==> src/router_pkg.sv <==
// Port and queue counts and all depths must be powers of two
// DQ_LATENCY must be at least 1
`default_nettype none

package router_pkg;

    //////////////////////////////
    // Sizes

    localparam int NUM_EGR_PORTS = 4;
    localparam int NUM_QUEUES_PER_EGR_PORT = 4;
    localparam int NUM_QUEUES = NUM_EGR_PORTS * NUM_QUEUES_PER_EGR_PORT;
    localparam int DATA_W = 32;
    localparam int DQ_LATENCY = 2;
    localparam int QUEUE_DEPTH = 16;
    localparam int EGR_DEPTH = 8;

    // Derived widths
    localparam int PORT_W = $clog2(NUM_EGR_PORTS);
    localparam int PRIO_W = $clog2(NUM_QUEUES_PER_EGR_PORT);
    localparam int QID_W = PORT_W + PRIO_W;
    localparam int QPTR_W = $clog2(QUEUE_DEPTH);
    localparam int QCNT_W = $clog2(QUEUE_DEPTH + 1);
    localparam int EPTR_W = $clog2(EGR_DEPTH);
    localparam int ECNT_W = $clog2(EGR_DEPTH + 1);

    // Free entries needed before a port may be granted again
    localparam int EGR_READY_FREE = DQ_LATENCY + 2;

    //////////////////////////////
    // Types

    typedef logic [PORT_W-1:0] port_t;
    typedef logic [PRIO_W-1:0] prio_t;

    typedef struct packed {
        port_t port;
        prio_t prio;
    } qid_t;

    typedef struct packed {
        logic [DATA_W-1:0] data;
        logic              last;
    } word_t;

endpackage

`default_nettype wire
==> src/deq_notify_if.sv <==
// One notification per dequeued word, no handshake
// Consumers must always accept it
`default_nettype none

interface deq_notify_if
    import router_pkg::*;
();

    logic  valid;
    qid_t  qid;
    word_t word;

    // Driven by the dequeue pipeline
    modport src (
        output valid,
        output qid,
        output word
    );

    // Scheduler and egress buffers only watch
    modport mon (
        input valid,
        input qid,
        input word
    );

endinterface

`default_nettype wire

==> src/dequeue_pipeline.sv <==
// Fixed delay of DQ_LATENCY cycles, stands in for the packet memory read
// Requests may follow each other back to back
`default_nettype none

module dequeue_pipeline
    import router_pkg::*;
(
    input  logic      dequeue_req,
    input  logic      rst_n,
    input  logic      deq_cmd_valid,
    input  qid_t      deq_cmd_qid,
    input  word_t     deq_word,
    deq_notify_if.src notify
);

    //////////////////////////////
    // Stages

    logic [DQ_LATENCY-1:0] vld_sr;
    qid_t                  qid_sr  [DQ_LATENCY];
    word_t                 word_sr [DQ_LATENCY];

    // Stage 0 captures the word at the request edge
    always_ff @(posedge dequeue_req) begin
        if (!rst_n) begin
            vld_sr <= '0;
        end else begin
            vld_sr[0] <= deq_cmd_valid;
            for (int s = 1; s < DQ_LATENCY; s++) begin
                vld_sr[s] <= vld_sr[s-1];
            end
        end
    end

    always_ff @(posedge dequeue_req) begin
        qid_sr[0]  <= deq_cmd_qid;
        word_sr[0] <= deq_word;
        for (int s = 1; s < DQ_LATENCY; s++) begin
            qid_sr[s]  <= qid_sr[s-1];
            word_sr[s] <= word_sr[s-1];
        end
    end

    //////////////////////////////
    // Notification

    assign notify.valid = vld_sr[DQ_LATENCY-1];
    assign notify.qid   = qid_sr[DQ_LATENCY-1];
    assign notify.word  = word_sr[DQ_LATENCY-1];

endmodule

`default_nettype wire

==> src/flat_wrapper.sv <==
// flat-port wrapper written by rule: the top's interface ports become plain ports
module dequeue_pipeline_flat import router_pkg::*;
  (dequeue_req, rst_n, deq_cmd_valid, deq_cmd_qid, deq_word, notify_valid, notify_qid, notify_word);
  deq_notify_if notify_i ();
  input  logic dequeue_req;
  input  logic rst_n;
  input  logic deq_cmd_valid;
  input  qid_t deq_cmd_qid;
  input  word_t deq_word;
  output wire logic [$bits(notify_i.valid)-1:0] notify_valid;
  output wire logic [$bits(notify_i.qid)-1:0] notify_qid;
  output wire logic [$bits(notify_i.word)-1:0] notify_word;
  assign notify_valid = notify_i.valid;
  assign notify_qid = notify_i.qid;
  assign notify_word = notify_i.word;
  dequeue_pipeline u_core (.dequeue_req(dequeue_req), .rst_n(rst_n), .deq_cmd_valid(deq_cmd_valid), .deq_cmd_qid(deq_cmd_qid), .deq_word(deq_word), .notify(notify_i));
endmodule
==> config.mk <==
export PLATFORM = sky130hd
export DESIGN_NAME = dequeue_pipeline_flat
export DESIGN_NICKNAME = d
export VERILOG_FILES = /design/src/router_pkg.sv /design/src/deq_notify_if.sv /design/src/dequeue_pipeline.sv /design/src/flat_wrapper.sv
export SDC_FILE = /design/constraint.sdc
export NUM_CORES = 1
export LEC_CHECK = 0
export BUFFER_PORTS_ARGS = -buffer_cell sky130_fd_sc_hd__buf_2
export CAP_MARGIN = 0
export CORE_MARGIN = 3
export CORE_UTILIZATION = 49
export CTS_BUF_LIST = sky130_fd_sc_hd__clkbuf_8
export CTS_CLUSTER_DIAMETER = 200
export DETAILED_ROUTE_END_ITERATION = 12
export PLACE_DENSITY_LB_ADDON = 0.08
export SYNTH_ARGS = -nofsm -noshare
export SYNTH_HDL_FRONTEND = slang
export SYNTH_SLANG_ARGS = --single-unit
==> constraint.sdc <==
create_clock -name dequeue_req -period 0.8 [get_ports dequeue_req]
set_input_delay 0.04 -clock dequeue_req [delete_from_list [all_inputs] [get_ports dequeue_req]]
set_output_delay 0.04 -clock dequeue_req [all_outputs]
set_load 0.1 [all_outputs]
==> flow_summary.json <==
{
  "layout-area-overhead-vs-synth_pct": 77.76,
  "regArea_um2": 1569,
  "final.setup_skew_ps": 6.814,
  "multi_input_area_um2": 12.51,
  "drc": 0,
  "synthesized_instance_count": 115,
  "worst_max_slew_pin_slew_ps": 110.0,
  "dieArea_um2": 4463,
  "static-leakage-power_nw": 1.442,
  "syn_area_per_cell_um2": 15.75,
  "via_count": 1107,
  "worst_path_dominant_cell_family": "flip-flops",
  "initial_utilization": 0.5264,
  "timing.critical_path.slowest_stage_cell": "sky130_fd_sc_hd__dfxtp_2",
  "synth_area_um2": 1812,
  "min-delay-path-class": "input pin to flip-flop",
  "post_drt_via_cell_ratio": 4.324,
  "die_w_um": 66.81,
  "critPathCaptureType": "output pin",
  "final_min_period_over_clock_period": 1.156,
  "power_density_nw_per_um2": 2808,
  "path_class": "flip-flop to output pin",
  "time_the_worst_path_needs_with_i_o_delays_and_setup_ps": 924.4,
  "port_buffers": 77,
  "ys_seq_elements": 76,
  "synth_cell_types": 3,
  "grt_max_degree": 13,
  "placement_row_count": 21,
  "antenna_left": 0,
  "gp_congestion": 0.6160,
  "tritoncts_clock_tree": "yes",
  "cts_sinks": 76,
  "fin_area_um2": 3221,
  "report.final.hold_viol_count": 0,
  "crit_buf_inv": 1,
  "run_status": "finished with violations",
  "violations": "negative setup slack",
  "drv_cap": 0,
  "route.final.wire_length_mm": 4.979,
  "data_arrival_time_of_the_critical_path_ps": 880,
  "fin_cells": 256,
  "grt_setup_unrepaired": "yes",
  "finalSetupTns_ps": -4035,
  "launching_element_type_of_the_critical_path": "flip-flop",
  "cp_cell_sequence": "buf_12",
  "worst_skew_pair.late_latency_ps": 340,
  "fmax_mhz": 1082,
  "post_route_cells_drive_above_1_share": 0.6238,
  "post_cts.repair.setup_buffers": 0,
  "critical_path_fanout_max": 1,
  "total_count_of_max_transition_violations_in_the_final_report": 0,
  "yosys_synthesis_warning_count": 0,
  "vdd_drop_max_mv": 2.295,
  "route.detailed.wl_per_inst_um": 19.45,
  "place_ws_ps": 211.5,
  "total_power_consumption_of_the_routed_design_w": 0.009043,
  "grt_first_pass_wirelength_mm": 7.389,
  "gr-total-overflow": 0,
  "dpl.cell_count": 201,
  "grt_antenna_before_repair": 0,
  "mappedNetlistNets": 155,
  "io_pins": 78,
  "cts_max_level": 3,
  "drt-initial-drc-count": 29,
  "cts.clk_slew.worst_paths_ps": 80,
  "critical_path_required_ps": 760,
  "placed_cell_area_um2": 2549,
  "clockRootBuffer": "sky130_fd_sc_hd__clkbuf_8",
  "drtPass1Iterations": 2,
  "die_h_um": 66.81,
  "cts_inserted_buffers": 9,
  "synth_seq_area_share": 0.8398,
  "clockBufferDepth": 2,
  "groute.usage.overall": 0.2530,
  "max_slew_margin": 0.9264,
  "coreArea_um2": 3442,
  "slowest_delay_ps": 360,
  "fillCellCount": 95,
  "first_global_vias": 1317,
  "antennaDiodeCount": 0,
  "final_critical_path_setup_slack_ps": -124.4,
  "nNetsFinal": 245,
  "setup_viols_final": 38
}
[power breakdown]
| group | leakage [nW] | internal (W) | switching, W |
|---|---|---|---|
| combinational | 0.678 | 0.000571 | 0.000859 |
| sequential | 0.642 | 0.00401 | 0.000124 |
| clock | 0.122 | 0.00201 | 0.00148 |
[cell usage after synthesis, drive strengths merged]
cell type,n,area share
buf,37,0.15
dfxtp,76,0.84
and2,2,0.0069
[sequential cells by signal (all words and copies together), names as in the netlist]
signal	cells
u_core.qid_sr	8
u_core.word_sr	66
u_core.vld_sr	2
[what timing repair did]
action / in CTS / in global routing
gates resized for setup: 37 / 0
hold buffers: 39 / 0
setup endpoints to repair: 38 / 38
hold endpoints to repair: 39 / 0
[worst paths after layout]
| path | from | endpoint | slack [ps] | cells past startpoint |
|---|---|---|---|---|
| worst max-delay path | u_core.qid_sr[0][4] | notify_qid[0] | -120 | 1 |
| worst min-delay path | deq_word[6] | u_core.word_sr[0][6] | 330 | 2 |
| worst max register to register | u_core.vld_sr[0] | u_core.vld_sr[1] | 240 | 1 |
| worst min register to register | u_core.word_sr[0][29] | u_core.word_sr[0][62] | 330 | 0 |
[metrics by stage]
stage	hold WS, ps	util
CTS	320.4	0.9357
global placement	142.2	0.7405
floorplan	67.72	-
detailed placement	143.6	0.7405
global route	323.6	0.9357
finish	328.1	0.9357
[cell families (layout without fill, tap and decap cells)]
family        after synthesis  in the layout  share of synthesized area
buf+inv                    37            132                     0.1533
flops                      76             76                     0.8398
simple gates                2              2                   0.006905
[layout by cell type (no fill, tap or decap)]
master / n
sky130_fd_sc_hd__dlygate4sd3_1: 39
sky130_fd_sc_hd__buf_2: 39
sky130_fd_sc_hd__buf_12: 38
sky130_fd_sc_hd__dfxtp_1: 38
sky130_fd_sc_hd__dfxtp_2: 38
sky130_fd_sc_hd__clkbuf_8: 12
sky130_fd_sc_hd__and2_1: 2
sky130_fd_sc_hd__bufinv_16: 2
sky130_fd_sc_hd__clkinv_2: 2
[per-layer routing]
metal,up-vias,GRT usage,wire (um),part of all wire
li1,493,-,-,-
met1,530,0.2435,1762,0.35
met2,69,0.4653,2718,0.55
met3,15,0.09781,357,0.072
met4,0,0.1193,141,0.028
met5,-,0,0,0
[layout make-up]
cell class	count	share of cell area
Clock buffer	12	0.05128
Clock inverter	4	0.02176
Multi-Input combinational cell	2	0.003885
Sequential cell	76	0.4872
Tap cell	46	0.01787
Timing Repair Buffer	116	0.4180
No activity file was read; power rests on OpenSTA's default activity.
