==> src/router_pkg.sv <==
// Port and queue counts and all depths must be powers of two
// DQ_LATENCY must be at least 1
`default_nettype none

package router_pkg;

    //////////////////////////////
    // Sizes

    localparam int NUM_EGR_PORTS = 4;
    localparam int NUM_QUEUES_PER_EGR_PORT = 4;
    localparam int NUM_QUEUES = NUM_EGR_PORTS * NUM_QUEUES_PER_EGR_PORT;
    localparam int DATA_W = 32;
    localparam int DQ_LATENCY = 2;
    localparam int QUEUE_DEPTH = 16;
    localparam int EGR_DEPTH = 8;

    // Derived widths
    localparam int PORT_W = $clog2(NUM_EGR_PORTS);
    localparam int PRIO_W = $clog2(NUM_QUEUES_PER_EGR_PORT);
    localparam int QID_W = PORT_W + PRIO_W;
    localparam int QPTR_W = $clog2(QUEUE_DEPTH);
    localparam int QCNT_W = $clog2(QUEUE_DEPTH + 1);
    localparam int EPTR_W = $clog2(EGR_DEPTH);
    localparam int ECNT_W = $clog2(EGR_DEPTH + 1);

    // Free entries needed before a port may be granted again
    localparam int EGR_READY_FREE = DQ_LATENCY + 2;

    //////////////////////////////
    // Types

    typedef logic [PORT_W-1:0] port_t;
    typedef logic [PRIO_W-1:0] prio_t;

    typedef struct packed {
        port_t port;
        prio_t prio;
    } qid_t;

    typedef struct packed {
        logic [DATA_W-1:0] data;
        logic              last;
    } word_t;

endpackage

`default_nettype wire
==> src/deq_notify_if.sv <==
// One notification per dequeued word, no handshake
// Consumers must always accept it
`default_nettype none

interface deq_notify_if
    import router_pkg::*;
();

    logic  valid;
    qid_t  qid;
    word_t word;

    // Driven by the dequeue pipeline
    modport src (
        output valid,
        output qid,
        output word
    );

    // Scheduler and egress buffers only watch
    modport mon (
        input valid,
        input qid,
        input word
    );

endinterface

`default_nettype wire

==> src/port_scheduler.sv <==
// One request per port per DQ_LATENCY+1 cycles, so one word in flight per port
// A locked port stalls until its active queue has words again
`default_nettype none

module port_scheduler
    import router_pkg::*;
(
    input  logic                     dequeue_req,
    input  logic                     rst_n,
    input  logic [NUM_QUEUES-1:0]    queue_empty,
    input  logic [NUM_EGR_PORTS-1:0] egr_buf_ready,
    deq_notify_if.mon                notify,
    output logic                     deq_cmd_valid,
    output qid_t                     deq_cmd_qid
);

    //////////////////////////////
    // State

    port_t egr_port_sel;
    logic  sel_valid;

    logic [NUM_EGR_PORTS-1:0] pkt_lock;
    prio_t                    active_prio [NUM_EGR_PORTS];

    // Bit 0 set on grant, port blocked while any bit is set
    logic [DQ_LATENCY:0] busy_sr [NUM_EGR_PORTS];

    logic [NUM_EGR_PORTS-1:0] port_elig;
    logic                     grant_found;
    port_t                    grant_port;
    logic                     pick_found;
    prio_t                    pick_prio;
    qid_t                     pick_qid;

    //////////////////////////////
    // Port stage

    always_comb begin
        for (int p = 0; p < NUM_EGR_PORTS; p++) begin
            port_elig[p] = !(&queue_empty[p*NUM_QUEUES_PER_EGR_PORT +: NUM_QUEUES_PER_EGR_PORT])
                           && !(|busy_sr[p]) && egr_buf_ready[p];
        end
    end

    // Scan begins at the last granted port
    always_comb begin : port_scan
        port_t cand;
        grant_found = 1'b0;
        grant_port  = egr_port_sel;
        for (int i = 0; i < NUM_EGR_PORTS; i++) begin
            cand = port_t'((int'(egr_port_sel) + i) % NUM_EGR_PORTS);
            if (!grant_found && port_elig[cand]) begin
                grant_found = 1'b1;
                grant_port  = cand;
            end
        end
    end

    //////////////////////////////
    // Queue stage

    // Highest index wins unless a packet is already open on the port
    always_comb begin
        pick_prio  = active_prio[egr_port_sel];
        pick_found = 1'b0;
        if (pkt_lock[egr_port_sel]) begin
            pick_found = !queue_empty[{egr_port_sel, pick_prio}];
        end else begin
            for (int pr = NUM_QUEUES_PER_EGR_PORT - 1; pr >= 0; pr--) begin
                if (!pick_found && !queue_empty[{egr_port_sel, prio_t'(pr)}]) begin
                    pick_found = 1'b1;
                    pick_prio  = prio_t'(pr);
                end
            end
        end
    end

    assign pick_qid = '{port: egr_port_sel, prio: pick_prio};

    always_ff @(posedge dequeue_req) begin
        if (!rst_n) begin
            egr_port_sel  <= '0;
            sel_valid     <= 1'b0;
            busy_sr       <= '{default: '0};
            pkt_lock      <= '0;
            active_prio   <= '{default: '0};
            deq_cmd_valid <= 1'b0;
            deq_cmd_qid   <= '0;
        end else begin
            for (int p = 0; p < NUM_EGR_PORTS; p++) begin
                busy_sr[p] <= {busy_sr[p][DQ_LATENCY-1:0],
                               grant_found && (grant_port == port_t'(p))};
            end
            sel_valid <= grant_found;
            if (grant_found) begin
                egr_port_sel <= grant_port;
            end

            deq_cmd_valid <= sel_valid && pick_found;
            deq_cmd_qid   <= pick_qid;

            // Last word seen on the notification closes the packet
            if (notify.valid && notify.word.last) begin
                pkt_lock[notify.qid.port] <= 1'b0;
            end
            if (sel_valid && pick_found && !pkt_lock[egr_port_sel]) begin
                pkt_lock[egr_port_sel]    <= 1'b1;
                active_prio[egr_port_sel] <= pick_prio;
            end
        end
    end

    //////////////////////////////
    // Checks

    // Only the grant one cycle back sits in the busy window of the request port
    a_req_in_window: assert property (
        @(posedge dequeue_req) disable iff (!rst_n)
        deq_cmd_valid |-> (busy_sr[deq_cmd_qid.port][1] && $onehot(busy_sr[deq_cmd_qid.port]))
    );

    a_req_not_empty: assert property (
        @(posedge dequeue_req) disable iff (!rst_n)
        deq_cmd_valid |-> !queue_empty[deq_cmd_qid]
    );

endmodule

`default_nettype wire

==> src/flat_wrapper.sv <==
// flat-port wrapper written by rule: the top's interface ports become plain ports
module port_scheduler_flat import router_pkg::*;
  (dequeue_req, rst_n, queue_empty, egr_buf_ready, deq_cmd_valid, deq_cmd_qid, notify_valid, notify_qid, notify_word);
  deq_notify_if notify_i ();
  input  logic dequeue_req;
  input  logic rst_n;
  input  logic [NUM_QUEUES-1:0] queue_empty;
  input  logic [NUM_EGR_PORTS-1:0] egr_buf_ready;
  output logic deq_cmd_valid;
  output qid_t deq_cmd_qid;
  input wire logic [$bits(notify_i.valid)-1:0] notify_valid;
  input wire logic [$bits(notify_i.qid)-1:0] notify_qid;
  input wire logic [$bits(notify_i.word)-1:0] notify_word;
  assign notify_i.valid = notify_valid;
  assign notify_i.qid = notify_qid;
  assign notify_i.word = notify_word;
  port_scheduler u_core (.dequeue_req(dequeue_req), .rst_n(rst_n), .queue_empty(queue_empty), .egr_buf_ready(egr_buf_ready), .notify(notify_i), .deq_cmd_valid(deq_cmd_valid), .deq_cmd_qid(deq_cmd_qid));
endmodule
==> config.mk <==
export PLATFORM = sky130hd
export DESIGN_NAME = port_scheduler_flat
export DESIGN_NICKNAME = d
export VERILOG_FILES = /design/src/router_pkg.sv /design/src/deq_notify_if.sv /design/src/port_scheduler.sv /design/src/flat_wrapper.sv
export SDC_FILE = /design/constraint.sdc
export NUM_CORES = 1
export LEC_CHECK = 0
export BUFFER_PORTS_ARGS = -buffer_cell sky130_fd_sc_hd__buf_2
export CELL_PAD_IN_SITES_DETAIL_PLACEMENT = 2
export CELL_PAD_IN_SITES_GLOBAL_PLACEMENT = 2
export CORE_ASPECT_RATIO = 0.6
export CORE_MARGIN = 2
export CORE_UTILIZATION = 30
export CTS_BUF_LIST = sky130_fd_sc_hd__clkbuf_4
export DETAILED_ROUTE_END_ITERATION = 12
export GPL_TIMING_DRIVEN = 0
export HOLD_SLACK_MARGIN = 0.15
export PLACE_DENSITY = 0.83
export SYNTH_ARGS = -nofsm -noshare
export SYNTH_HDL_FRONTEND = slang
export SYNTH_SLANG_ARGS = --single-unit
export TNS_END_PERCENT = 100
==> constraint.sdc <==
create_clock -name dequeue_req -period 2.1 [get_ports dequeue_req]
set_input_delay 0.315 -clock dequeue_req [delete_from_list [all_inputs] [get_ports dequeue_req]]
set_output_delay 0.315 -clock dequeue_req [all_outputs]
set_load 0.01 [all_outputs]
==> out/metrics.yaml <==
hold_violations: 0
cts_buffers: 5
rsz0062_at_grt: "true"
seqPwrFrac_pct: 27.1
setup_slack_ps: -93.95
cts_buffer_depth: 2
hp-class: "in2reg"
num_rows: 21
final_cells: 319
register_area_um2: 645.6
finalSetupViolations: 4
clock-sinks: 32
vias_per_cell: 5.824
ir_drop_mv: 0.3078
switching_share_pct: 44.59
fin_crit_sh_pct: 104.5
r2r_start: "u_core.busy_sr[10]"
synth_cell_types: 49
ff2ff_setup_slack_ps: -90
cp_max_fo: 4
grt_max_degree: 12
synth.top_cell.area_share_pct: 35.43
synth_nets: 249
power.share.clock_pct: 15.3
antenna_found_initial: 0
clock_latency_ps: 380
yosysWarnings: 0
gp_congestion: 0.8274
worstPathRequired_ps: 2340
grt_pass1_vias: 1784
clkTransAtPathRegs_ps: 120
placedCellCount: 295
maxSlewHeadroom_pct: 57.17
startpoint: "u_core.busy_sr[10]"
wirelength_mm: 7.626
cts_tree: "yes"
syn_to_final_growth_pct: 32.60
syn_avg_cell_area_um2: 9.773
netSwitchingPower_mw: 1.486
io_buffer_count: 30
multi_input_area_um2: 1197
ios: 65
ant_nets: 0
ys.flop_type: "dfxtp_1"
reg2reg_to: "u_core.busy_sr[6]"
synth_area_leaders: "dfxtp_1 35%, mux4_2 7.5%, and2_1 4.2%"
nets: 302
die-area_um2: 6684
die_h_um: 64.14
p_per_area_nw_per_um2: 1390
synth.largest_area_cell: "dfxtp_1"
critPathLaunchType: "flop"
fin_crit_ps: 2194
synth_edf_count: 0
synthArstFlopShare_pct: 0
htree_levels: 2
yosysMostFrequentCell: "dfxtp_1"
antenna_cells: 0
grt_pass1_wl_mm: 10.07
route.detailed.wl_per_inst_um: 23.91
leakage_nw: 0.9097
grt.total_usage_pct: 19.73
drt_iter0_drc: 139
chipWidth_um: 104.2
via_count: 1858
reg2regPathDepth: 5
synth_commonest_cells: "32 x dfxtp_1, 15 x nand2_1, 13 x a21oi_1, 12 x and2_1, 9 x o21ai_1"
crit_path_end_kind: "flop"
dp_hpwl_mm: 4.746
hold_ws_ps: 306.8
pwr-share-comb_pct: 57.5
yosysSeqAreaShare_pct: 35.43
yosys_register_bits: 32
drc: 0
max_freq_ghz: 0.4558
cp-endpoint: "u_core.busy_sr[6]"
netlist_area_um2: 1808
postSynthCellCount: 185
fillers: 609
intPower_mw: 1.847
grt_overflow: 0
violations: "negative setup slack"
fin_skew_ps: 14.57
slew_viol_final: 0
drtPass1Iterations: 4
worst_pin_slew_ps: 634.1
cap_violations: 0
outcome: "complete, but fails checks"
worstSetupPathType: "reg2reg"
root_buffer: "clkbuf_4"
start_util_pct: 31.71
coreArea_um2: 5702
drive_gt1_share_pct: 39.75
cp.arrival_ps: 2430
==> sequential cells by signal, indices dropped and copies added (netlist names) <==
name                  cells
u_core.egr_port_sel       2
u_core.deq_cmd_qid        4
u_core.busy_sr           12
u_core.active_prio        8
u_core.pkt_lock           4
u_core.deq_cmd_valid      1
u_core.sel_valid          1
==> metrics by stage <==
step | total power, mW | cell area, um2 | utilization (%) | TNS, ps | worst slack (ps)
final | 3.333 | 2397 | 42.05 | -242.3 | -93.95
after global routing | 3.511 | 2397 | 42.05 | -1190 | -233.6
after CTS | 2.864 | 2183 | 38.29 | 0 | 21.23
after detailed placement | 2.276 | 2058 | 36.10 | -3314 | -367.2
after global placement | 2.224 | 2058 | 36.10 | -2051 | -361.4
after floorplan | 1.872 | 1808 | - | 0 | 213.2
==> repair_timing <==
action                                  CTS  global route
gates resized for setup                  11            17
pin swaps                                 1             5
buffers inserted                          2            14
hold buffers                              0             0
endpoints found under the setup margin   17            15
==> cells by family after synthesis <==
logic type,count (synthesis),synth area share [%]
and+or+nand+nor,65,23.05
AOI/OAI and AO/OA,57,21.32
adders and majority gates,4,2.768
DFF,32,35.43
buffers and inverters,11,3.598
muxes,16,13.84
==> power by group through the flow <==
stage	Sequential (mW)	Combinational (mW)	Clock, mW
after global placement	0.886	1.34	0
final	0.904	1.92	0.511
after CTS	0.888	1.47	0.504
after detailed placement	0.893	1.38	0
after floorplan	0.871	1.00	0
after global routing	0.929	2.03	0.551
==> area by class of cell <==
type | count | area share [%]
Multi-Input combinational cell | 142 | 49.95
Sequential cell | 32 | 26.93
Timing Repair Buffer | 46 | 11.80
Tap cell | 80 | 4.175
Buffer | 8 | 3.184
Clock inverter | 3 | 1.775
Clock buffer | 5 | 1.566
Inverter | 3 | 0.6263
==> routing by layer <==
metal	routed length [um]	up-vias	track usage (%)
li1	-	814	-
met1	3285	920	30.65
met2	3421	106	26.73
met3	730	18	4.592
met4	189	0	5.068
met5	0	-	0
==> worst max-delay path: stages, from the launching register on <==
cell,delay [ps]
dfxtp_1,330
or4b_1,650
o21ai_1,250
o21ai_1,150
a221oi_1,530
nor3_1,150
==> how the worst min path moves through the flow <==
stage / start / endpoint / cells past startpoint
5_1_grt: notify_qid[3] / u_core.pkt_lock[0] / 3
3_5_place_dp: u_core.busy_sr[9] / u_core.busy_sr[10] / 1
2_1_floorplan: u_core.busy_sr[10] / u_core.busy_sr[11] / 1
6_report: notify_qid[3] / u_core.pkt_lock[0] / 3
3_3_place_gp: u_core.busy_sr[10] / u_core.busy_sr[11] / 1
4_1_cts: notify_word[0] / u_core.pkt_lock[3] / 4
==> cell usage in the layout (no fill, tap or decap), drive strengths merged, types with 2 or more instances in the layout <==
| cell | netlist | layout |
|---|---|---|
| clkbuf | 4 | 9 |
| o2111ai | 2 | 2 |
| dfxtp | 32 | 32 |
| inv | 3 | 2 |
| and4 | 2 | 2 |
| mux2i | 8 | 8 |
| a21oi | 14 | 14 |
| o21ai | 16 | 16 |
| mux2 | 2 | 2 |
| and2 | 12 | 12 |
| nor2b | 4 | 4 |
| clkinvlp | 0 | 2 |
| buf | 4 | 50 |
| nor3 | 9 | 9 |
| a221oi | 2 | 2 |
| ha | 4 | 4 |
| a21boi | 2 | 2 |
| nor2 | 6 | 6 |
| a211oi | 3 | 3 |
| o31a | 3 | 3 |
| nand2 | 15 | 15 |
| nor4b | 3 | 3 |
| nand3 | 6 | 6 |
| nand4 | 4 | 4 |
| a311oi | 2 | 2 |
| o21a | 4 | 4 |
| mux4 | 6 | 6 |
(Power assumes the default switching activity.)
