### src/router_pkg.sv
// Port and queue counts and all depths must be powers of two
// DQ_LATENCY must be at least 1
`default_nettype none

package router_pkg;

    //////////////////////////////
    // Sizes

    localparam int NUM_EGR_PORTS = 4;
    localparam int NUM_QUEUES_PER_EGR_PORT = 4;
    localparam int NUM_QUEUES = NUM_EGR_PORTS * NUM_QUEUES_PER_EGR_PORT;
    localparam int DATA_W = 32;
    localparam int DQ_LATENCY = 2;
    localparam int QUEUE_DEPTH = 16;
    localparam int EGR_DEPTH = 8;

    // Derived widths
    localparam int PORT_W = $clog2(NUM_EGR_PORTS);
    localparam int PRIO_W = $clog2(NUM_QUEUES_PER_EGR_PORT);
    localparam int QID_W = PORT_W + PRIO_W;
    localparam int QPTR_W = $clog2(QUEUE_DEPTH);
    localparam int QCNT_W = $clog2(QUEUE_DEPTH + 1);
    localparam int EPTR_W = $clog2(EGR_DEPTH);
    localparam int ECNT_W = $clog2(EGR_DEPTH + 1);

    // Free entries needed before a port may be granted again
    localparam int EGR_READY_FREE = DQ_LATENCY + 2;

    //////////////////////////////
    // Types

    typedef logic [PORT_W-1:0] port_t;
    typedef logic [PRIO_W-1:0] prio_t;

    typedef struct packed {
        port_t port;
        prio_t prio;
    } qid_t;

    typedef struct packed {
        logic [DATA_W-1:0] data;
        logic              last;
    } word_t;

endpackage

`default_nettype wire
### src/deq_notify_if.sv
// One notification per dequeued word, no handshake
// Consumers must always accept it
`default_nettype none

interface deq_notify_if
    import router_pkg::*;
();

    logic  valid;
    qid_t  qid;
    word_t word;

    // Driven by the dequeue pipeline
    modport src (
        output valid,
        output qid,
        output word
    );

    // Scheduler and egress buffers only watch
    modport mon (
        input valid,
        input qid,
        input word
    );

endinterface

`default_nettype wire

### src/egress_buffer.sv
// Each port holds EGR_DEPTH words, head word included
// Notifications are always written, the ready margin keeps room for them
`default_nettype none

module egress_buffer
    import router_pkg::*;
(
    input  logic                     dequeue_req,
    input  logic                     rst_n,
    deq_notify_if.mon                notify,
    output logic [NUM_EGR_PORTS-1:0] egr_buf_ready,
    output logic [NUM_EGR_PORTS-1:0] tx_valid,
    output word_t                    tx_word [NUM_EGR_PORTS],
    input  logic [NUM_EGR_PORTS-1:0] tx_ready
);

    word_t buf_mem [NUM_EGR_PORTS][EGR_DEPTH];

    logic [EPTR_W-1:0] wr_ptr  [NUM_EGR_PORTS];
    logic [EPTR_W-1:0] rd_ptr  [NUM_EGR_PORTS];
    logic [ECNT_W-1:0] mem_cnt [NUM_EGR_PORTS];
    logic [ECNT_W-1:0] occ     [NUM_EGR_PORTS];

    logic [NUM_EGR_PORTS-1:0] push, load, bypass, mem_rd, mem_wr;

    //////////////////////////////
    // Control decode

    always_comb begin
        for (int p = 0; p < NUM_EGR_PORTS; p++) begin
            push[p]   = notify.valid && (notify.qid.port == port_t'(p));
            // Head slot is free or leaves this cycle
            load[p]   = !tx_valid[p] || tx_ready[p];
            mem_rd[p] = load[p] && (mem_cnt[p] != '0);
            bypass[p] = load[p] && (mem_cnt[p] == '0) && push[p];
            mem_wr[p] = push[p] && !bypass[p];
            occ[p]    = mem_cnt[p] + ECNT_W'(tx_valid[p]);
            egr_buf_ready[p] = (occ[p] <= ECNT_W'(EGR_DEPTH - EGR_READY_FREE));
        end
    end

    always_ff @(posedge dequeue_req) begin
        if (!rst_n) begin
            tx_valid <= '0;
            wr_ptr   <= '{default: '0};
            rd_ptr   <= '{default: '0};
            mem_cnt  <= '{default: '0};
        end else begin
            for (int p = 0; p < NUM_EGR_PORTS; p++) begin
                if (load[p]) begin
                    tx_valid[p] <= mem_rd[p] || bypass[p];
                end
                if (mem_wr[p]) begin
                    wr_ptr[p] <= wr_ptr[p] + 1'b1;
                end
                if (mem_rd[p]) begin
                    rd_ptr[p] <= rd_ptr[p] + 1'b1;
                end
                if (mem_wr[p] && !mem_rd[p]) begin
                    mem_cnt[p] <= mem_cnt[p] + 1'b1;
                end else if (mem_rd[p] && !mem_wr[p]) begin
                    mem_cnt[p] <= mem_cnt[p] - 1'b1;
                end
            end
        end
    end

    // Words and registered head
    always_ff @(posedge dequeue_req) begin
        for (int p = 0; p < NUM_EGR_PORTS; p++) begin
            if (mem_wr[p]) begin
                buf_mem[p][wr_ptr[p]] <= notify.word;
            end
            if (mem_rd[p]) begin
                tx_word[p] <= buf_mem[p][rd_ptr[p]];
            end else if (bypass[p]) begin
                tx_word[p] <= notify.word;
            end
        end
    end

    // Holds only if the scheduler honours egr_buf_ready
    a_no_overflow: assert property (
        @(posedge dequeue_req) disable iff (!rst_n)
        notify.valid |-> (occ[notify.qid.port] < ECNT_W'(EGR_DEPTH))
    );

endmodule

`default_nettype wire

### src/flat_wrapper.sv
// flat-port wrapper written by rule: the top's interface ports become plain ports
module egress_buffer_flat import router_pkg::*;
  (dequeue_req, rst_n, egr_buf_ready, tx_valid, tx_word, tx_ready, notify_valid, notify_qid, notify_word);
  deq_notify_if notify_i ();
  input  logic dequeue_req;
  input  logic rst_n;
  output logic [NUM_EGR_PORTS-1:0] egr_buf_ready;
  output logic [NUM_EGR_PORTS-1:0] tx_valid;
  output word_t tx_word[NUM_EGR_PORTS];
  input  logic [NUM_EGR_PORTS-1:0] tx_ready;
  input wire logic [$bits(notify_i.valid)-1:0] notify_valid;
  input wire logic [$bits(notify_i.qid)-1:0] notify_qid;
  input wire logic [$bits(notify_i.word)-1:0] notify_word;
  assign notify_i.valid = notify_valid;
  assign notify_i.qid = notify_qid;
  assign notify_i.word = notify_word;
  egress_buffer u_core (.dequeue_req(dequeue_req), .rst_n(rst_n), .notify(notify_i), .egr_buf_ready(egr_buf_ready), .tx_valid(tx_valid), .tx_word(tx_word), .tx_ready(tx_ready));
endmodule
### config.mk
export PLATFORM = sky130hd
export DESIGN_NAME = egress_buffer_flat
export DESIGN_NICKNAME = d
export VERILOG_FILES = /design/src/router_pkg.sv /design/src/deq_notify_if.sv /design/src/egress_buffer.sv /design/src/flat_wrapper.sv
export SDC_FILE = /design/constraint.sdc
export NUM_CORES = 1
export LEC_CHECK = 0
export ABC_CLOCK_PERIOD_IN_PS = 5750
export BUFFER_PORTS_ARGS = -buffer_cell sky130_fd_sc_hd__buf_2
export CELL_PAD_IN_SITES_DETAIL_PLACEMENT = 1
export CELL_PAD_IN_SITES_GLOBAL_PLACEMENT = 1
export CORE_MARGIN = 2
export CORE_UTILIZATION = 50
export DETAILED_ROUTE_END_ITERATION = 6
export GPL_TIMING_DRIVEN = 0
export PLACE_DENSITY_LB_ADDON = 0.2
export REMOVE_ABC_BUFFERS = 1
export SLEW_MARGIN = 0
export SYNTH_ARGS = -nofsm -noshare
export SYNTH_HDL_FRONTEND = slang
export SYNTH_SLANG_ARGS = --single-unit
### constraint.sdc
create_clock -name dequeue_req -period 5.75 [get_ports dequeue_req]
set_clock_uncertainty 0.2 [all_clocks]
set_input_delay 0 -clock dequeue_req [delete_from_list [all_inputs] [get_ports dequeue_req]]
set_output_delay 0 -clock dequeue_req [all_outputs]
set_load 0.01 [all_outputs]
==> results summary, run 1 <==
The run finished with clean final reports. Measured along the x axis, the die boundary spans 313 um. Global routing finished with a remaining overflow of 0.

Summing all placed instances gives a cell area of just over 50000 um^2. The mapped cell area is about 48000 um^2. The worst endpoint data arrival time came out at just under 4000 ps. The number of placed instances, taps included came out at between 3000 and 4000. STA classifies the critical path endpoint as a flip-flop. The hold violation count in the final report came out at 0. In this run the worst path has a maximum fanout of 10. The CTS buffer count came out at 121.

The number of pins with negative max-slew slack in the final report came out at 0. Adding up every negative setup slack in the final design gives 0 ps. The number of global-route vias before repair is about 25000. The initial core utilization is about half.

The total power density per cell area came out at approximately 460 nW/um^2. The final non-filler cell area came out at roughly 56000 um^2. Setup repair after global routing left no endpoint under its margin. Across all setup checks in the final design, the least slack found is between 2000 and 2500 ps. The weighted congestion at the end of routability-driven global placement came out at 0.744. The static leakage came out at roughly 18 nW. The total vias in the final route came out at ~23000. The first global-routing pass estimated between 150000 and 200000 um of wire. The startpoint kind of the worst setup timing path is a flip-flop.

Among all cell types in the netlist, the one instantiated most often is edfxtp_1. The sequential share of power came out at 45.8%. The combinational share of power came out at 24.6%. The actual slew at the worst max-slew pin came out at 1170 ps. Headroom to the max-slew limit came out at roughly 22%. After technology mapping, the gate count stands at approximately 2300. The clock net sink count came out at around 1200.

Clock-pin slew was measured on the worst setup and hold paths at 60 ps. The final antenna-violating net count came out at 0. The die area came out at between 90000 and 100000 um^2.

Total power for the finished layout comes to ~26 mW. The detailed placer's ending HPWL came out at approximately 69000 um. By area the synthesized netlist is led by edfxtp_1 75%, mux4_2 12%, mux2i_1 3.0%. The number of detailed-routing iterations run before antenna repair came out at 7.

The worst setup path is of the flip-flop to flip-flop kind. TritonCTS built the clock tree. The insertion delay to the later sink of the worst-skew pair is roughly 690 ps.

Once layout is complete, the cells apart from fillers number roughly 4000. The number of flops mapped to enable cells by yosys came out at 1188. The buffer type at the clock tree root is clkbuf_16. The maximum count of clock buffers along a single path is 3.

The total I/O pin count came out at between 150 and 200. The leading area contributor after synthesis is edfxtp_1. Setup violations remaining at the end of the flow were counted as 0. Timing analysis after detailed placement gives a worst setup slack of 2070 ps. The number of instances on the worst hold path is 3. The maximum number of pins on one net before global-route repair came out at between 50 and 60. Max-cap violations in this run came to 0. The share of synthesized area occupied by flip-flops and latches is about three quarters. The global-route total usage across every layer came out at 23.3%.

VDD sags by at most between 0.0002 and 0.0003 V. In this run switching power makes up between 20 and 30% of total power. The die span in y is 313 um. Among all flip-flop cells after synthesis, the most frequent one is edfxtp_1. The required arrival time at the worst endpoint came out at ~5900 ps. The min-delay analysis places its worst path in the category input pin to flip-flop. The row count is around 110. The clock network power share is approximately 30%.

The path depth of the worst reg2reg path is 5. The routed design has about 110000 um of wire. The placeable core area came out at around 95000 um^2.

Cell internal power was estimated by the tool at between 15 and 20 mW. The proportion of layout cells with a drive suffix above 1 came out at between 20% and 30%. The average cell area after synthesis came out at around 21 um^2.

CTS built an H-tree with a depth of 3. The count of buffers added on input and output ports is between 150 and 200. The number of different library cells in the post-synthesis netlist is 58. The detailed-route DRC error count is 0. The switching power summed over all nets came out at between 7 and 8 mW.

The commonest cells after synthesis are 1188 x edfxtp_1, 264 x mux4_2, 181 x nor2_1, 151 x a21oi_1, 143 x mux2i_1. The number of nets in the layout came out at between 2000 and 3000. The shortest period the worst path allows came out at 3670 ps. The number of antenna violations at the first check in global routing is 2.

The count of state elements after synthesis came out at 1232. The share of synthesized flip-flops with an asynchronous set or reset came out at 0%. The final period utilization is between 60% and 70%. Based on the critical path, the design can be clocked at up to roughly 0.27 GHz.

The top-area cell type share of the netlist area is between 70% and 80%. The Yosys step of the flow raised 0 warnings. The average detailed-routed wire length per instance is approximately 28 um. After detailed routing, the number of vias per cell comes to approximately 5.9.

The area growth from synthesis to layout came out at 16.8%. The DRC marker count from the first detailed-route iteration is around 1800.
-- cells by family (layout without fill, tap and decap cells) --
family          count (synthesis)  in the layout  synth area share [%]
flops                        1232           1232                  76.7
mux                           407            407                  15.5
simple gates                  289            289                  2.87
compound gates                207            207                  2.51
buf+inv                       124            564                  1.39
fa+ha+maj                      26             26                 0.714
xor+xnor                       18             18                 0.331
other cells                     0              1                     0
-- metrics by stage --
stage / hold WS, ps / utilization (%)
floorplan: -101 / -
global placement: 175 / 52.3
detailed placement: 178 / 54.3
CTS: 121 / 58.8
global route: 142 / 58.8
finish: 173 / 58.8
-- area by class of cell --
| class | instances | area (um^2) |
|---|---|---|
| Fill cell | 8111 | 39000 |
| Sequential cell | 1232 | 36600 |
| Multi-Input combinational cell | 947 | 10700 |
| Clock buffer | 155 | 3260 |
| Timing Repair Buffer | 331 | 3000 |
| Tap cell | 1265 | 1580 |
| Clock inverter | 69 | 494 |
| Inverter | 9 | 33.8 |
| Antenna cell | 1 | 2.50 |
-- repair_timing --
item / 4_1_cts / 5_1_grt
gates resized for setup: 0 / 0
hold buffers: 45 / 0
endpoints found under the hold margin: 1259 / 0
setup buffers: 0 / 0
-- state kept, by name, summed over array words and instances (netlist names) --
register,count
u_core.buf_mem,1056
u_core.mem_cnt,16
u_core.rd_ptr,12
u_core.tx_valid,4
u_core.tx_word,132
u_core.wr_ptr,12
-- power groups by stage --
| stage | registers (mW) | logic [mW] | clock network [mW] |
|---|---|---|---|
| after CTS | 11.7 | 6.40 | 7.72 |
| after floorplan | 12.2 | 3.53 | 0 |
| after detailed placement | 11.9 | 6.34 | 0 |
| after global placement | 12.5 | 5.61 | 0 |
| after global routing | 11.8 | 6.82 | 8.02 |
| final | 11.7 | 6.28 | 7.57 |
-- cell usage in the layout, fill, tap and decap left out, drive strengths merged, types with 6 or more instances in the layout --
master       synthesis  final
edfxtp            1188   1188
buf                 82    286
mux4               264    264
nor2               182    182
clkbuf              33    155
a21oi              152    152
mux2i              143    143
clkinv               0     58
dlygate4sd3          0     45
dfxtp               44     44
nor3                27     27
ha                  24     24
nand2               17     17
nand3               16     16
o21ai               16     16
nand2b              14     14
inv                  9     11
xnor2                9      9
xor2                 9      9
o211ai               8      8
nor4                 8      8
bufinv               0      7
a31oi                6      6
-- routing by layer --
layer	wire length, um	GRT usage (%)	vias to the layer above
met5	0	0	-
met4	3250	7.54	0
met3	5680	3.84	162
met2	57000	39.5	614
met1	46800	31.2	12600
li1	-	-	10100
-- worst max-delay path, stage by stage (launching register included) --
cell and delay [ps]:
dfxtp_1 370, nor2b_1 930, o211ai_1 530, nor3_2 870, buf_6 280, buf_6 180
-- final timing paths --
check,startpoint,to,slack [ps]
setup reg to reg,u_core.tx_valid[3],u_core.buf_mem[3][118],2080
hold / removal,rst_n,u_core.mem_cnt[10],170
hold reg to reg,u_core.wr_ptr[9],u_core.wr_ptr[9],340
setup / recovery,u_core.tx_valid[3],u_core.buf_mem[3][118],2080
(Power assumes the default switching activity.)
==> inputs of run 2 (changes only) <==
--- a/config.mk
+++ b/config.mk
@@ -5,12 +5,12 @@
 export SDC_FILE = /design/constraint.sdc
 export NUM_CORES = 1
 export LEC_CHECK = 0
-export ABC_CLOCK_PERIOD_IN_PS = 5750
+export ABC_CLOCK_PERIOD_IN_PS = 3300
 export BUFFER_PORTS_ARGS = -buffer_cell sky130_fd_sc_hd__buf_2
 export CELL_PAD_IN_SITES_DETAIL_PLACEMENT = 1
 export CELL_PAD_IN_SITES_GLOBAL_PLACEMENT = 1
 export CORE_MARGIN = 2
-export CORE_UTILIZATION = 50
+export CORE_UTILIZATION = 49
 export DETAILED_ROUTE_END_ITERATION = 6
 export GPL_TIMING_DRIVEN = 0
 export PLACE_DENSITY_LB_ADDON = 0.2
==> constraint.sdc (replaced) <==
create_clock -name dequeue_req -period 3.3 [get_ports dequeue_req]
set_clock_uncertainty 0.2 [all_clocks]
set_input_delay 0 -clock dequeue_req [delete_from_list [all_inputs] [get_ports dequeue_req]]
set_output_delay 0 -clock dequeue_req [all_outputs]
set_load 0.01 [all_outputs]
==> results summary, run 2 (synthesis results as in run 1) <==
The detailed placer's ending HPWL is 68600 um (-0.95%). The run finished with clean final reports. The insertion delay to the later sink of the worst-skew pair is 700 ps (about the same). The wire length of the first global-routing pass came out at 167000 um (-0.47%). The total power density per cell area came out at 803 nW/um^2 (+75%). The worst endpoint data arrival time is 3070 ps (-780 ps). The number of failing setup endpoints in the final timing report is 0 (unchanged). The root buffer cell chosen for the clock tree is clkbuf_16. The die span in y came out at 316 um (+1.0%). Grouping stages by cell kind, the critical path spends the most delay in compound AO/OA/AOI/OAI gates. The number of detailed-routing iterations run before antenna repair came out at 6 (-1).

The final non-filler cell area is 55800 um^2 (+0.16%). The total I/O pin count came out at 184 (unchanged). The initial core utilization came to 49.4% (-0.96 points). The number of maximum-capacitance violations is 0 (unchanged). The number of global-route vias before repair is 25600 (+0.37%).

The placement-stage cell area came out at 51400 um^2 (-0.17%). The required arrival time at the worst endpoint is 3100 ps (-2830 ps). The stage delay of the slowest cell on the critical path was 820 ps (-110 ps). The final core utilization is 57.8% (-1.0 points).

The worst relative slew slack came to 29.4% (+7.6 points). The shortest period the worst path allows is between 3000 and 4000 ps. The chip width came out at 316 um (+1.0%). The maximum resistive drop on vdd is 0.000510 V (+88%). The final worst hold slack came out at 127 ps (-46.5 ps). The residual overflow from global routing came out at 0 (unchanged). The final antenna-violating net count came out at 0 (unchanged). The DRC marker count from the first detailed-route iteration is 1783 (-0.61%). The die area was 99800 um^2 (+2.0%). The worst setup slack after placement came out at -142 ps (-2210 ps). The H-tree depth is 3 (unchanged). The slowest stage of the critical path is the a221oi_1 cell. The post-layout worst setup margin is 33.6 ps (-2040 ps). The worst setup path is launched from a flip-flop.

The cell repeated most along the worst path is ha_1. The worst setup path is of the flip-flop to primary output kind. The number of antenna violations at the first check in global routing is 1 (-1). Setup repair after global routing left no endpoint under its margin. The proportion of layout cells with a drive suffix above 1 came out at 29.1% (+0.54 points). The row count came out at 114 (+0.88%). The via density per instance is 5.86 (+0.14%). The tightest min-delay check is of the input pin to flip-flop type. The clock net sink count is 1232 (unchanged). The average detailed-routed wire length per instance came to 27.9 um (-0.88%). In the finished design, the share of the clock period the worst path needs comes to between 90% and 100%. The library cell used most frequently in the layout, excluding fill and tap cells, is edfxtp_1. The total power after layout came out at 44.8 mW (+75%).

The static leakage was 17.6 nW (about the same). The hold violation count in the final report was 0 (unchanged). The maximum number of pins on one net before global-route repair is 55 (-6.8%). The critical path endpoint category is a primary output. The total vias in the final route is 23600 (+0.44%). The highest clock rate is ~0.31 GHz.

The library cells used most frequently in the layout, excluding fill and tap cells, are 1188 x edfxtp_1, 264 x mux4_2, 181 x buf_2. The actual slew at the worst max-slew pin is 1050 ps (-121 ps). The number of pins with negative max-slew slack in the final report came to 0 (unchanged). The placeable core area is 96600 um^2 (+1.9%). The number of buffers inserted by post-CTS setup repair came out at 0 (unchanged).

The critical path goes through ha_1 > ha_1 > nor2_1 > o22ai_1 > a221oi_1 > buf_2. The area growth from synthesis to layout came out at 17.0%. The count of buffer and inverter cells on the critical path is 1 (-1).

The number of nets in the layout was 2710 (-0.074%). The maximum count of clock buffers along a single path came out at 3 (unchanged). The weighted congestion at the end of routability-driven global placement is 0.724 (-2.8%). TritonCTS built the clock tree. The number of flip-flops in the largest register is 1056 (unchanged). The peak fanout along the critical path is 8 (-2). The detailed-route DRC error count came out at 0 (unchanged). The CTS clock-pin slew for the worst setup and hold paths is 60 ps (about the same).

The CTS buffer count is 121 (unchanged). The number of I/O port buffers is 181 (unchanged). The wire length after detailed routing was 112000 um (-0.58%). The global-route total usage across every layer is 22.9% (-0.45 points).
run 2: cell count changes in the layout (fill, tap and decap cells not counted), sizes merged:
cell,delta
buf,-2
bufinv,+3
clkbuf,+3
clkinv,-19
clkinvlp,+8
diode,+4
inv,+4
run 2: worst register-to-register path, cell delays in order (launching register included):
cell and delay [ps]:
dfxtp_1 380, nand2b_1 320, a21oi_2 340, nand2b_1 290, nor3_2 680, buf_6 230
buf_6 170, buf_6 170
run 2: per-layer routing:
layer,global-route usage [%],part of all wire (%),up-vias
li1,-,-,10200
met1,31.1,42,12600
met2,38.9,51,661
met3,3.08,4.8,172
met4,7.00,2.5,0
met5,0,0,-
run 2: worst paths after layout:
kind	start	end	slack, ps	cells after the start
max	u_core.mem_cnt[0]	egr_buf_ready[3]	30	6
min	rst_n	u_core.mem_cnt[10]	130	3
max reg2reg	u_core.tx_valid[0]	u_core.buf_mem[0][247]	210	7
min reg2reg	u_core.wr_ptr[9]	u_core.wr_ptr[9]	340	2
run 2: through the flow:
step	std cells	setup TNS, ps
floorplan	2188	-605860
global placement	3645	-3110230
detailed placement	3748	-6490
CTS	4016	0
global route	4016	0
finish	4021	0
run 2: timing repair:
action,4_1_cts,5_1_grt
hold buffers,45,0
gates resized for setup,2,1
setup endpoints to repair,88,10
endpoints found under the hold margin,1279,0
run 2: final cells by class:
type / instances / area (um^2)
flip-flops and latches: 1232 / 36600
repair buffers: 329 / 2900
clock buffers: 158 / 3280
diodes: 5 / 12.5
inverters: 9 / 33.8
well taps: 1276 / 1600
clock inverters: 65 / 631
fillers: 8239 / 40800
multi-input cells: 947 / 10700
run 2: power by group:
| part | internal, mW | total (mW) | switching, mW | leakage, nW |
|---|---|---|---|---|
| logic | 4.98 | 10.9 | 5.89 | 4.55 |
| clock network | 7.78 | 13.6 | 5.82 | 1.89 |
| registers | 19.0 | 20.3 | 1.29 | 11.2 |
==> inputs of run 3 (changes only) <==
--- a/config.mk
+++ b/config.mk
@@ -5,16 +5,18 @@
 export SDC_FILE = /design/constraint.sdc
 export NUM_CORES = 1
 export LEC_CHECK = 0
+export ABC_AREA = 1
 export ABC_CLOCK_PERIOD_IN_PS = 3300
 export BUFFER_PORTS_ARGS = -buffer_cell sky130_fd_sc_hd__buf_2
 export CELL_PAD_IN_SITES_DETAIL_PLACEMENT = 1
 export CELL_PAD_IN_SITES_GLOBAL_PLACEMENT = 1
 export CORE_MARGIN = 2
-export CORE_UTILIZATION = 49
+export CORE_UTILIZATION = 46
 export DETAILED_ROUTE_END_ITERATION = 6
 export GPL_TIMING_DRIVEN = 0
 export PLACE_DENSITY_LB_ADDON = 0.2
 export REMOVE_ABC_BUFFERS = 1
+export SKIP_CTS_REPAIR_TIMING = 1
 export SLEW_MARGIN = 0
 export SYNTH_ARGS = -nofsm -noshare
 export SYNTH_HDL_FRONTEND = slang
==> results summary, run 3 <==
The flow ran to the end, and the final reports show no timing, DRC or antenna violations. The hold violation count in the final report came to 0 (unchanged). The DRC marker count from the first detailed-route iteration came out at 3057 (+71%). The average detailed-routed wire length per instance came to 26.7 um (-4.4%). The total I/O pin count is 184 (unchanged). The stage delay of the slowest cell on the critical path is 600 ps (-220 ps). The row count came out at 119 (+4.4%). The proportion of layout cells with a drive suffix above 1 came out at 12.2% (-17 points). The most common cell after layout, fill and taps aside is edfxtp_1.

The mapped cell area came out at 48700 um^2 (+2.2%). The slowest cell on the critical path is inv_8. The shortest period the worst path allows came out at 3160 ps (-110 ps). Leaving out fill and tap cells, the most frequent cells in the layout are 1188 x edfxtp_1, 859 x nor2_1, 606 x o21ai_0. The root buffer cell chosen for the clock tree is clkbuf_16. The clock net sink count came to 1232 (unchanged). The total power density per cell area is 850 nW/um^2 (+5.8%). The number of maximum-capacitance violations is 0 (unchanged). The count of state elements after synthesis came to 1232 (unchanged). The maximum count of clock buffers along a single path is 3 (unchanged). The logic depth of the worst path, buffers included is 8 (+2).

The number of I/O port buffers is 181 (unchanged). The maximum number of pins on one net before global-route repair came to 135 (+150%). By count the netlist is led by 1188 x edfxtp_1, 894 x nor2_1, 606 x o21ai_0, 184 x o211ai_1, 171 x o21ai_1.

The die area came out at 109000 um^2 (+8.8%). The share of synthesized flip-flops with an asynchronous set or reset came out at 0% (unchanged). The share of synthesized area occupied by flip-flops and latches came to 75.1% (-1.6 points). The number of nets in the layout was 4001 (+48%). The detailed placer's ending HPWL is 79300 um (+16%). The global-route total usage across every layer is 26.6% (+3.7 points). The total vias in the final route came out at 31400 (+33%).

The number of detailed-routing iterations run before antenna repair came to 5 (-1). The detailed-route DRC error count is 0 (unchanged). The final antenna-violating net count is 0 (unchanged).

The actual slew at the worst max-slew pin is 1350 ps (+297 ps). The static leakage came to 18.5 nW (+5.2%). The CTS buffer count came out at 132 (+9.1%). The weighted congestion at the end of routability-driven global placement came out at 0.763 (+5.4%). The wire length after detailed routing was 145000 um (+29%). The required arrival time at the worst endpoint came out at 3540 ps (+440 ps). The chip width came out at 329 um (+4.3%). The post-layout worst setup margin is 144 ps (+110 ps). The peak fanout along the critical path came to 134 (+126). The final core utilization came to 53.6% (-4.1 points). The worst relative slew slack is 10.2% (-19 points).

The number of different library cells in the post-synthesis netlist came out at 36 (-38%). The top-area cell type share of the netlist area came out at 73.2% (-1.6 points). TritonCTS built the clock tree. The synthesis warning total was 0 (unchanged).

The average cell area after synthesis was 13.0 um^2 (-37%). The worst setup slack after placement was 71.2 ps (+213 ps). The biggest area contributor in the post-synthesis netlist is edfxtp_1.

The worst setup path is launched from a flip-flop. The path depth of the worst reg2reg path came out at 8 (+1). The cell family contributing the most delay on the critical path is buffers and inverters. The most repeated cell in the gate-level netlist after synthesis is edfxtp_1.

The worst min-delay path class is input pin to flip-flop. The number of flops mapped to enable cells by yosys was 1188 (unchanged). The number of flip-flops in the largest register came to 1056 (unchanged).

The final period utilization came out at 95.6% (-3.3 points). The area growth from synthesis to layout came out at 15.8%. The number of pins with negative max-slew slack in the final report came out at 0 (unchanged). The number of instances on the worst hold path is 6 (+3).

The worst setup path is captured at a flip-flop. The residual overflow from global routing came out at 0 (unchanged). The highest clock rate came out at 0.317 GHz (+3.5%). The placeable core area is 105000 um^2 (+8.9%). The primary flip-flop cell chosen by synthesis mapping is edfxtp_1. The CTS clock-pin slew for the worst setup and hold paths is 60 ps (about the same). The critical path goes through buf_16 > inv_8 > nor2_1 > nor2_1 > o21ai_1 > o21ai_1 > o21ai_1 > o22ai_1. The number of global-route vias before repair was 32000 (+25%). The count of buffer and inverter cells on the critical path was 2 (+1). The maximum resistive drop on vdd is 0.000712 V (+40%). By area the synthesized netlist is led by edfxtp_1 73%, nor2_1 6.9%, o21ai_0 6.2%. The setup path with the least slack is of type flip-flop to flip-flop. The worst endpoint data arrival time is 3400 ps (+330 ps). The wire length of the first global-routing pass came out at 208000 um (+25%).

Setup repair after global routing left no endpoint under its margin. The number of failing setup endpoints in the final timing report came to 0 (unchanged). The insertion delay to the later sink of the worst-skew pair came to 740 ps (+40 ps). The number of antenna violations at the first check in global routing is 10 (+9). The instance count of the mapped netlist is 3744 (+63%).

The die span in y is 329 um (+4.3%). The initial core utilization came out at 46.3% (-3.0 points). By instance count, the cell type seen most on the critical path is o21ai_1. The via density per instance came out at 5.79 (-1.2%).

The H-tree depth is 4 (+1).
[run 3: changes by cell type after synthesis, sizes merged, moves of 28 or more]
cell / change
inv: +84
mux2i: -143
o211ai: +176
o22ai: +41
buf: +28
clkbuf: +89
o21ai: +762
nor2: +724
mux4: -264
nand3: +96
nand2: +55
a21oi: -111
[run 3: power by group]
part / total (mW) / switching, mW / internal [mW]
clock network: 14.5 / 5.96 / 8.50
logic: 13.1 / 9.00 / 4.10
registers: 20.4 / 1.26 / 19.1
[run 3: through the flow]
step                      std cells  setup TNS [ps]  hold WS, ps  instance area [um^2]  power (mW)
after floorplan                3512          -94630         -101                 47500        27.7
after global placement         5084        -2073920          136                 50100        33.0
after detailed placement       5136               0          152                 51600        33.5
after CTS                      5364           -23.5         -643                 55800        48.0
after global routing           5416               0          164                 56400        50.3
final                          5425               0          119                 56400        47.9
[run 3: layout make-up]
type,instances,area (um^2)
timing repair buffer,285,2660
sequential,1232,36600
multi-input combinational,2183,10800
clock buffer,171,3670
inverter,97,392
antenna,9,22.5
fill,10400,48700
tap,1391,1740
clock inverter,57,503
[run 3: worst register-to-register path: stages, from the launching register on]
cell     delay (ps)
dfxtp_4         550
buf_16          340
inv_8           640
nor2_1          260
nor2_1          120
o21ai_1          80
o21ai_1         110
o21ai_1          80
o22ai_1         470
[run 3: path summary, 6_finish.rpt]
check	startpoint	to	slack [ps]
worst max register to register	u_core.rd_ptr[3]	u_core.tx_word[44]	140
worst max-delay path	u_core.rd_ptr[3]	u_core.tx_word[44]	140
worst min register to register	u_core.wr_ptr[9]	u_core.wr_ptr[9]	290
worst min-delay path	tx_ready[0]	u_core.rd_ptr[9]	120
[run 3: logic make-up (layout without fill, tap and decap cells)]
kind of cell	after synthesis	after routing	share of synthesized area, %
xor+xnor	7	7	0.126
compound gates	1053	1053	11.9
fa+ha+maj	26	26	0.699
flops	1232	1232	75.1
simple gates	1097	1097	8.89
other cells	0	9	0
buf+inv	329	610	3.32
[run 3: per-layer routing]
layer	share of wire (%)	GRT usage (%)
met1	41	35.1
met2	48	43.5
met3	5.6	3.54
met4	4.5	13.0
met5	0	0
